[config.mk]
export PLATFORM = sky130hd
export DESIGN_NAME = juggle_display_top
export DESIGN_NICKNAME = d
export VERILOG_FILES = /design/src/common/tracker_pkg.sv /design/src/common/pixel_stream_if.sv /design/src/overlay/overlay_stage.sv /design/src/rtl/juggle_display_top.sv /design/src/rtl/mask_stage.sv /design/src/rtl/video_timing.sv
export SDC_FILE = /design/constraint.sdc
export NUM_CORES = 1
export LEC_CHECK = 0
export BUFFER_PORTS_ARGS = -buffer_cell sky130_fd_sc_hd__buf_2
export CAP_MARGIN = 10
export CORE_ASPECT_RATIO = 1.75
export CORE_MARGIN = 10
export CORE_UTILIZATION = 45
export CTS_CLUSTER_SIZE = 8
export DETAILED_ROUTE_END_ITERATION = 10
export GPL_TIMING_DRIVEN = 0
export MAX_ROUTING_LAYER = met4
export PLACE_DENSITY = 0.68
export SLEW_MARGIN = 0
export SYNTH_ARGS = -nofsm -noshare
export SYNTH_HDL_FRONTEND = slang
export SYNTH_SLANG_ARGS = --single-unit
[constraint.sdc]
create_clock -name clk_pixel -period 3.6 [get_ports clk_pixel]
set_clock_uncertainty 0.2 [all_clocks]
set_input_delay 0.54 -clock clk_pixel [delete_from_list [all_inputs] [get_ports clk_pixel]]
set_output_delay 0.54 -clock clk_pixel [all_outputs]
set_load 0.01 [all_outputs]
[src/common/tracker_pkg.sv]
`default_nettype none

package tracker_pkg;

    // Scaled-down raster, in pixels and lines
    localparam int H_ACTIVE = 64;
    localparam int H_TOTAL  = 80;
    localparam int V_ACTIVE = 48;
    localparam int V_TOTAL  = 52;

    // Sync is high for START <= count < END
    localparam int H_SYNC_START = 68;
    localparam int H_SYNC_END   = 72;
    localparam int V_SYNC_START = 49;
    localparam int V_SYNC_END   = 50;

    localparam int HCOUNT_W = $clog2(H_TOTAL);
    localparam int VCOUNT_W = $clog2(V_TOTAL);

    localparam int CHAN_W     = 8;  // One expanded colour channel
    localparam int PIXEL565_W = 16; // Frame-buffer word

    // Overlay geometry
    localparam int CROSS_ARM     = 8; // Half-length of each crosshair arm
    localparam int CROSS_THICK   = 1;
    localparam int BORDER        = 4;
    localparam int NUM_CENTROIDS = 2;

    // Threshold channel select, code 3 falls back to red
    localparam logic [1:0] SEL_RED   = 2'd0;
    localparam logic [1:0] SEL_GREEN = 2'd1;
    localparam logic [1:0] SEL_BLUE  = 2'd2;

    // Overlay colours as {red, green, blue}
    localparam logic [23:0] COLOR_CROSS = 24'hFFFF00; // Yellow
    localparam logic [23:0] COLOR_GOOD  = 24'h00FF00;
    localparam logic [23:0] COLOR_BAD   = 24'hFF0000;

endpackage

`default_nettype wire

[src/common/pixel_stream_if.sv]
`timescale 1ns/1ps
`default_nettype none

// One pixel per clock between display pipeline stages, no back-pressure
interface pixel_stream_if;
    import tracker_pkg::*;

    logic [HCOUNT_W-1:0] hcount;
    logic [VCOUNT_W-1:0] vcount;
    logic                hsync;
    logic                vsync;
    logic                active; // Inside the visible window
    logic [CHAN_W-1:0]   red;
    logic [CHAN_W-1:0]   green;
    logic [CHAN_W-1:0]   blue;
    logic                mask;   // Threshold result for this pixel

    modport src (
        output hcount, vcount,
        output hsync, vsync, active,
        output red, green, blue,
        output mask
    );

    modport dst (
        input hcount, vcount,
        input hsync, vsync, active,
        input red, green, blue,
        input mask
    );

endinterface

`default_nettype wire

[src/overlay/overlay_stage.sv]
`timescale 1ns/1ps
`default_nettype none

module overlay_stage (
    input  wire                 clk_pixel,
    input  wire                 recent_reset,
    pixel_stream_if.dst         pix_i,
    input  wire                 mask_view_i,
    input  wire [tracker_pkg::NUM_CENTROIDS-1:0][tracker_pkg::HCOUNT_W-1:0] ball_x_i,
    input  wire [tracker_pkg::NUM_CENTROIDS-1:0][tracker_pkg::VCOUNT_W-1:0] ball_y_i,
    input  wire [1:0]           num_balls_i,
    input  wire                 pattern_correct_i,
    output logic [23:0]         rgb_o,
    output logic                hsync_o,
    output logic                vsync_o,
    output logic                de_o
);
    import tracker_pkg::*;

    logic [HCOUNT_W-1:0] dx [NUM_CENTROIDS];
    logic [VCOUNT_W-1:0] dy [NUM_CENTROIDS];
    logic                on_cross;
    logic                on_border;
    logic [23:0]         camera_rgb;
    logic [23:0]         rgb_next;

    // Distance from each centroid, then the plus-shaped hit test
    always_comb begin
        on_cross = 1'b0;
        for (int k = 0; k < NUM_CENTROIDS; k++) begin
            dx[k] = (pix_i.hcount > ball_x_i[k]) ? pix_i.hcount - ball_x_i[k]
                                                 : ball_x_i[k] - pix_i.hcount;
            dy[k] = (pix_i.vcount > ball_y_i[k]) ? pix_i.vcount - ball_y_i[k]
                                                 : ball_y_i[k] - pix_i.vcount;
            if (k < int'(num_balls_i)) begin // Only balls in play get a cross
                if ((dx[k] <= HCOUNT_W'(CROSS_THICK) && dy[k] <= VCOUNT_W'(CROSS_ARM))
                    || (dx[k] <= HCOUNT_W'(CROSS_ARM) && dy[k] <= VCOUNT_W'(CROSS_THICK)))
                begin
                    on_cross = 1'b1;
                end
            end
        end
    end

    // Judgment frame around the active window
    assign on_border = (pix_i.hcount <  HCOUNT_W'(BORDER))
                    || (pix_i.hcount >= HCOUNT_W'(H_ACTIVE - BORDER))
                    || (pix_i.vcount <  VCOUNT_W'(BORDER))
                    || (pix_i.vcount >= VCOUNT_W'(V_ACTIVE - BORDER));

    assign camera_rgb = {pix_i.red, pix_i.green, pix_i.blue};

    // Final video mux, highest priority first
    always_comb begin
        if (!pix_i.active) begin
            rgb_next = '0;
        end else if (on_cross) begin
            rgb_next = COLOR_CROSS;
        end else if (on_border) begin
            rgb_next = pattern_correct_i ? COLOR_GOOD : COLOR_BAD;
        end else if (mask_view_i) begin
            rgb_next = {24{pix_i.mask}}; // White where the mask is set
        end else begin
            rgb_next = camera_rgb;
        end
    end

    always_ff @(posedge clk_pixel) begin
        if (recent_reset) begin
            rgb_o   <= '0;
            hsync_o <= 1'b0;
            vsync_o <= 1'b0;
            de_o    <= 1'b0;
        end else begin
            rgb_o   <= rgb_next;
            hsync_o <= pix_i.hsync;
            vsync_o <= pix_i.vsync;
            de_o    <= pix_i.active;
        end
    end

    // Display never sees colour during blanking
    black_in_blanking: assert property (
        @(posedge clk_pixel) disable iff (recent_reset)
        !de_o |-> (rgb_o == '0)
    );

    // Sync pulses sit outside the drawn area
    sync_outside_active: assert property (
        @(posedge clk_pixel) disable iff (recent_reset)
        (hsync_o || vsync_o) |-> !de_o
    );

endmodule

`default_nettype wire

[src/rtl/juggle_display_top.sv]
`timescale 1ns/1ps
`default_nettype none

module juggle_display_top (
    input  wire                                clk_pixel,
    input  wire                                recent_reset,
    // Frame-buffer pixel for the position on hcount_o, vcount_o
    input  wire [tracker_pkg::PIXEL565_W-1:0]  pixel_i,
    // Threshold controls
    input  wire [1:0]                          chan_sel_i,
    input  wire [tracker_pkg::CHAN_W-1:0]      lower_i,
    input  wire [tracker_pkg::CHAN_W-1:0]      upper_i,
    input  wire                                mask_view_i,
    // Tracked balls, entry 0 in the low bits
    input  wire [tracker_pkg::NUM_CENTROIDS*tracker_pkg::HCOUNT_W-1:0] ball_x_i,
    input  wire [tracker_pkg::NUM_CENTROIDS*tracker_pkg::VCOUNT_W-1:0] ball_y_i,
    input  wire [1:0]                          num_balls_i,
    input  wire                                pattern_correct_i,
    // Pixel request
    output logic [tracker_pkg::HCOUNT_W-1:0]   hcount_o,
    output logic [tracker_pkg::VCOUNT_W-1:0]   vcount_o,
    output logic                               new_frame_o,
    // Video out, two cycles behind the request
    output logic [23:0]                        rgb_o,
    output logic                               hsync_o,
    output logic                               vsync_o,
    output logic                               de_o
);

    pixel_stream_if timing_pix ();
    pixel_stream_if mask_pix ();

    assign hcount_o = timing_pix.hcount;
    assign vcount_o = timing_pix.vcount;

    video_timing video_timing_inst (
        .clk_pixel    (clk_pixel),
        .recent_reset (recent_reset),
        .new_frame_o  (new_frame_o),
        .pix_o        (timing_pix.src)
    );

    mask_stage mask_stage_inst (
        .clk_pixel    (clk_pixel),
        .recent_reset (recent_reset),
        .pixel_i      (pixel_i),
        .chan_sel_i   (chan_sel_i),
        .lower_i      (lower_i),
        .upper_i      (upper_i),
        .pix_i        (timing_pix.dst),
        .pix_o        (mask_pix.src)
    );

    overlay_stage overlay_stage_inst (
        .clk_pixel         (clk_pixel),
        .recent_reset      (recent_reset),
        .pix_i             (mask_pix.dst),
        .mask_view_i       (mask_view_i),
        .ball_x_i          (ball_x_i),
        .ball_y_i          (ball_y_i),
        .num_balls_i       (num_balls_i),
        .pattern_correct_i (pattern_correct_i),
        .rgb_o             (rgb_o),
        .hsync_o           (hsync_o),
        .vsync_o           (vsync_o),
        .de_o              (de_o)
    );

endmodule

`default_nettype wire

[src/rtl/mask_stage.sv]
`timescale 1ns/1ps
`default_nettype none

module mask_stage (
    input  wire                              clk_pixel,
    input  wire                              recent_reset,
    input  wire [tracker_pkg::PIXEL565_W-1:0] pixel_i,
    input  wire [1:0]                        chan_sel_i,
    input  wire [tracker_pkg::CHAN_W-1:0]    lower_i,
    input  wire [tracker_pkg::CHAN_W-1:0]    upper_i,
    pixel_stream_if.dst                      pix_i,
    pixel_stream_if.src                      pix_o
);
    import tracker_pkg::*;

    logic [CHAN_W-1:0] red;
    logic [CHAN_W-1:0] green;
    logic [CHAN_W-1:0] blue;
    logic [CHAN_W-1:0] chan;
    logic              in_band;

    // 5:6:5 unpack, low bits padded with zeros
    assign red   = {pixel_i[15:11], 3'b000};
    assign green = {pixel_i[10:5],  2'b00};
    assign blue  = {pixel_i[4:0],   3'b000};

    always_comb begin
        case (chan_sel_i)
            SEL_GREEN: chan = green;
            SEL_BLUE:  chan = blue;
            default:   chan = red; // SEL_RED and the unused code
        endcase
    end

    // Lower bound exclusive, upper bound inclusive
    assign in_band = (chan > lower_i) && (chan <= upper_i);

    always_ff @(posedge clk_pixel) begin
        if (recent_reset) begin
            pix_o.hsync  <= 1'b0;
            pix_o.vsync  <= 1'b0;
            pix_o.active <= 1'b0;
        end else begin
            pix_o.hsync  <= pix_i.hsync;
            pix_o.vsync  <= pix_i.vsync;
            pix_o.active <= pix_i.active;
        end
    end

    // Payload follows the position by one cycle
    always_ff @(posedge clk_pixel) begin
        pix_o.hcount <= pix_i.hcount;
        pix_o.vcount <= pix_i.vcount;
        if (pix_i.active) begin
            pix_o.red   <= red;
            pix_o.green <= green;
            pix_o.blue  <= blue;
            pix_o.mask  <= in_band;
        end else begin
            pix_o.red   <= '0; // Blanking carries no colour
            pix_o.green <= '0;
            pix_o.blue  <= '0;
            pix_o.mask  <= 1'b0;
        end
    end

endmodule

`default_nettype wire

[src/rtl/video_timing.sv]
`timescale 1ns/1ps
`default_nettype none

module video_timing (
    input  wire         clk_pixel,
    input  wire         recent_reset,
    output logic        new_frame_o,
    pixel_stream_if.src pix_o
);
    import tracker_pkg::*;

    logic [HCOUNT_W-1:0] hcount;
    logic [VCOUNT_W-1:0] vcount;
    logic                line_end;
    logic                frame_end;

    assign line_end  = (hcount == HCOUNT_W'(H_TOTAL - 1));
    assign frame_end = line_end && (vcount == VCOUNT_W'(V_TOTAL - 1));

    always_ff @(posedge clk_pixel) begin
        if (recent_reset) begin
            hcount      <= '0;
            vcount      <= '0;
            new_frame_o <= 1'b0;
        end else begin
            new_frame_o <= frame_end; // High while the counts sit at 0,0
            if (line_end) begin
                hcount <= '0;
                vcount <= frame_end ? '0 : vcount + 1'b1;
            end else begin
                hcount <= hcount + 1'b1;
            end
        end
    end

    assign pix_o.hcount = hcount;
    assign pix_o.vcount = vcount;

    // Sync and draw window decoded straight from the counts
    assign pix_o.hsync  = (hcount >= HCOUNT_W'(H_SYNC_START))
                       && (hcount <  HCOUNT_W'(H_SYNC_END));
    assign pix_o.vsync  = (vcount >= VCOUNT_W'(V_SYNC_START))
                       && (vcount <  VCOUNT_W'(V_SYNC_END));
    assign pix_o.active = (hcount < HCOUNT_W'(H_ACTIVE))
                       && (vcount < VCOUNT_W'(V_ACTIVE));

    // Colour and mask are added by the next stage
    assign pix_o.red   = '0;
    assign pix_o.green = '0;
    assign pix_o.blue  = '0;
    assign pix_o.mask  = 1'b0;

    // Counter never leaves the frame
    hcount_in_range: assert property (
        @(posedge clk_pixel) disable iff (recent_reset)
        (hcount < HCOUNT_W'(H_TOTAL)) && (vcount < VCOUNT_W'(V_TOTAL))
    );

endmodule

`default_nettype wire

==> run summary <==
The run finished with clean final reports. Die boundary width: 99.7 µm. Entering global routing, the biggest net connects 11 pins.

The first-pass GRT wire length is 21.8 mm. The worst register-to-register path has a depth of 12. After floorplanning, the core was sized to cover 10,800 µm². The run gives 0 as the sum of overflow across all layers after global routing.

The endpoint identified for the worst register-to-register timing path is overlay_stage_inst.rgb_o[13]$_SDFF_PP0_. In this run the tightest slew margin relative to its limit is 55.3%. For the final routed database, the setup TNS stands at 0 ns. Yosys attributes the largest share of cell area to dfxtp_1, ha_1, inv_1. The proportion of register bits with asynchronous set or reset after synthesis was 0%.

The analysis attributes to cell leakage a power of 2.91 nW. Setup violations remaining at the end of the flow were counted as 0. Yosys mapped a number of flops with a built-in enable equal to 0.

The smallest clock period supported by the final layout is computed as 3.42 ns. The setup check on the worst reg-to-reg path leaves a slack of 0.18 ns. The area fraction in compound gates after synthesis is 20.5%, and the measured slew at the worst slew-check pin is 0.666 ns. In this run the deepest clock path goes through 2 buffers. The simple-gate portion of the synthesized area is 17.3%, and the required time at the endpoint of the critical path is 3.64 ns.

At the end of the flow, the number of nets in the layout was 841. Type of the tightest min-delay check: register to register. Clock tree synthesis inserted a total of 9 buffers. Most frequent standard cell in the layout excluding fill and tap cells: buf_2. The post-synthesis cell count came out at 582. After floorplanning, the core was divided into 50 placement rows. The top cell types in the final layout, fill and taps aside, are buf_2, inv_1, dfxtp_1, ha_1, a21oi_1. The tree built by TritonCTS fans out to 69 sinks. Setup repair after global routing left no endpoint under its margin. From synthesis to final layout, the design area changed by 20.7%. The DRC marker count from the first detailed-route iteration is 100, and the initial cell density of the core is 46.2%.

The library cell used as clock root buffer is clkbuf_16. In this run the power density over the cells is 339 nW/µm². The type of the worst setup path is register to register. In this run the remaining antenna-violating nets after routing total 0. Overall die area: 15,900 µm². The dominant cell type by area after synthesis was dfxtp_1. In this run the critical register-to-register path is launched from mask_stage_inst.pix_o.vcount[0]$_DFF_P_.

The tools report the detailed-routing iteration count for the pre-antenna-repair pass as 6. After clock tree synthesis, the clock-pin slew on the worst setup and hold paths is 0.05 ns. In this run, synthesis produced a sequential element count of 69. The post-route netlist has 22.3% of its cells at a drive strength greater than 1.

The number of antenna diodes in the final layout is 0. Highest achievable clock rate: 293 MHz. Pin placement for this block handled 107 I/O pins. Detailed routing inserted a total of 4,475 vias. The per-cell via count in the routed design was 5.37. The sequential fraction of the synthesis area was 27.6%.

The main combinational cell family by area after synthesis was compound AO/OA/AOI/OAI gates. Yosys printed 0 warnings. In this run, post-CTS hold repair placed 0 buffers. After detailed routing, the average wire length per cell comes to 16.1 µm. The worst hold path terminates at mask_stage_inst.pix_o.hcount[1]$_DFF_P_.

For this run, the total global-route usage over all layers was measured as 17.0%. The number of antenna violations at the first check in global routing is 0, and the count of endpoints failing hold in the final timing report is 0. The final-layout fill cell count was 1,006; the die boundary height was 159 µm.

Of the total synthesized cell area, the portion taken by full adders, half adders and majority gates is 19.7%. The run gives 3.46 ns as the arrival time of the worst setup path. The tools report the maximum VDD drop as 0.233 mV. In this run the worst path has a maximum fanout of 10. The logs give 5000 µm² for the area of the mapped netlist and 0 for the count of max-cap constraint violations. Averaged over all synthesized cells, the footprint is 8.60 µm². Multiplexer cells account for 4.13% of the synthesized area. Fraction of post-synthesis cell area in the top cell type by area: 27.6%.

STA classifies the critical path endpoint as a register. For the number of slew-limit violations in the final report, the log shows 0. The later pin in the worst-skew pair is clocked with a latency of 0.32 ns. The worst hold path cell count is 0. For this block, the routed nets add up to 13.4 mm of wire. The synthesized net count is 722, and the detailed placer's ending HPWL is 11.4 mm. The most used flip-flop cell after synthesis is dfxtp_1. The tools report the launching element type of the critical path as a register. The logs give 0.966 for the global placement routability congestion and 2.04 mW for the final total power. The post-route fraction of the period consumed by the critical path is 95.0%, and the level count of the clock H-tree is 3. The count of port buffers added during placement came out at 106. Of the total synthesized cell area, the portion taken by XOR and XNOR cells is 3.33%.

The distinct cell type count of the synthesized netlist was 59; the number of global-route vias before repair was 4,679. Number of design rule violations left after detail routing: 0. TritonCTS built the clock tree.

In this run the most critical hold path is launched from video_timing_inst.pix_o.hcount[1]$_SDFF_PP0_.
[cells in the mapped netlist, types with 2 or more instances]
library cell and count:
dfxtp_1 69, inv_1 67, ha_1 66, a21oi_1 45
nor2_1 35, o21ai_0 27, nand2_1 22, and2_1 21
nor2b_1 20, a31oi_1 18, a21o_1 15, mux2i_1 15
xor2_1 12, nor4_1 10, buf_4 9, nand2b_1 9
nand3_1 9, fa_1 8, o21a_1 7, xnor2_1 7
clkbuf_1 6, nor3_1 6, o22ai_1 6, a211oi_1 5
a22oi_1 5, nand4_1 5, a31o_2 4, and3_1 4
buf_2 4, o41ai_1 4, and4_1 3, o21bai_1 3
o31a_1 3, a21oi_2 2, mux4_2 2, nor3b_1 2
o211a_1 2, o21ai_1 2, o22a_1 2, or2_2 2
[report_power, final]
part	internal, mW	leakage [nW]	switching [mW]
Sequential	0.790	0.567	0.0120
Combinational	0.187	2.21	0.233
Clock	0.545	0.139	0.278
[area by class of cell]
| cell class | instances | area [µm²] | share of cell area (%) |
|---|---|---|---|
| multi-input combinational | 426 | 3290 | 54.5 |
| clock buffer | 12 | 246 | 4.08 |
| tap | 130 | 163 | 2.69 |
| timing repair buffer | 108 | 546 | 9.03 |
| buffer | 20 | 124 | 2.05 |
| sequential | 69 | 1380 | 22.9 |
| clock inverter | 2 | 35.0 | 0.580 |
| inverter | 67 | 251 | 4.16 |
[critical path: stages, from the launching register on]
cell	delay, ns
dfxtp_2	0.36
inv_1	0.07
ha_1	0.21
fa_1	0.40
nand2b_4	0.17
a21oi_2	0.13
o31a_1	0.25
mux2i_1	0.24
xor2_1	0.24
a31oi_2	0.17
or4b_4	0.59
buf_4	0.19
a31oi_1	0.13
[state kept, by name, summed over array words and instances, names as in the netlist]
name and flops:
mask_stage_inst.pix_o.blue 5, mask_stage_inst.pix_o.red 5, mask_stage_inst.pix_o.vsync 1, video_timing_inst.new_frame_o 1, mask_stage_inst.pix_o.vcount 6, overlay_stage_inst.hsync_o 1, mask_stage_inst.pix_o.hsync 1, mask_stage_inst.pix_o.active 1
mask_stage_inst.pix_o.green 6, video_timing_inst.pix_o.hcount 7, mask_stage_inst.pix_o.mask 1, mask_stage_inst.pix_o.hcount 7, video_timing_inst.pix_o.vcount 6, overlay_stage_inst.de_o 1, overlay_stage_inst.vsync_o 1, overlay_stage_inst.rgb_o 19
[per-layer routing]
metal  vias up  part of all wire, %  track usage, %
met4         0                  2.2            6.54
met2        95                   56            31.6
met3        16                  3.3            2.78
met5         -                    0               -
met1      2091                   39            16.8
li1       2273                    -               -
[worst max-delay path by stage]
| stage | slack (ns) | endpoint | startpoint | cells past startpoint |
|---|---|---|---|---|
| finish | 0.18 | overlay_stage_inst.rgb_o[13]$_SDFF_PP0_ | mask_stage_inst.pix_o.vcount[0]$_DFF_P_ | 12 |
| CTS | 0.002 | overlay_stage_inst.rgb_o[13]$_SDFF_PP0_ | mask_stage_inst.pix_o.vcount[1]$_DFF_P_ | 11 |
| detailed placement | -0.14 | overlay_stage_inst.rgb_o[13]$_SDFF_PP0_ | ball_y_i[0] | 12 |
| global route | 0.0001 | overlay_stage_inst.rgb_o[11]$_SDFF_PP0_ | mask_stage_inst.pix_o.vcount[0]$_DFF_P_ | 13 |
| floorplan | 0.30 | overlay_stage_inst.rgb_o[11]$_SDFF_PP0_ | ball_y_i[6] | 11 |
| global placement | -0.13 | overlay_stage_inst.rgb_o[11]$_SDFF_PP0_ | ball_y_i[0] | 12 |
[repair_timing]
item / CTS / global route
pin swaps: 1 / 3
setup endpoints to repair: 2 / 19
buffers inserted: 1 / 1
gates resized for setup: 0 / 11
[stage by stage]
stage          hold slack (ns)  area (µm²)  setup WS, ns  std cells  util [%]
2_1_floorplan            0.204        5000         0.300        582         -
3_3_place_gp             0.177        5700        -0.127        818      52.6
3_5_place_dp             0.181        5700        -0.138        818      52.6
4_1_cts                  0.189        5980       0.00215        833      55.3
5_1_grt                  0.203        6040      0.000103        834      55.8
6_report                 0.186        6040         0.181        834      55.8
[kinds of logic after synthesis]
logic type	count (synthesis)
fa+ha+maj	74
xor+xnor	19
compound gates	159
simple gates	156
flops	69
mux	18
buf+inv	87
(Power assumes the default switching activity.)
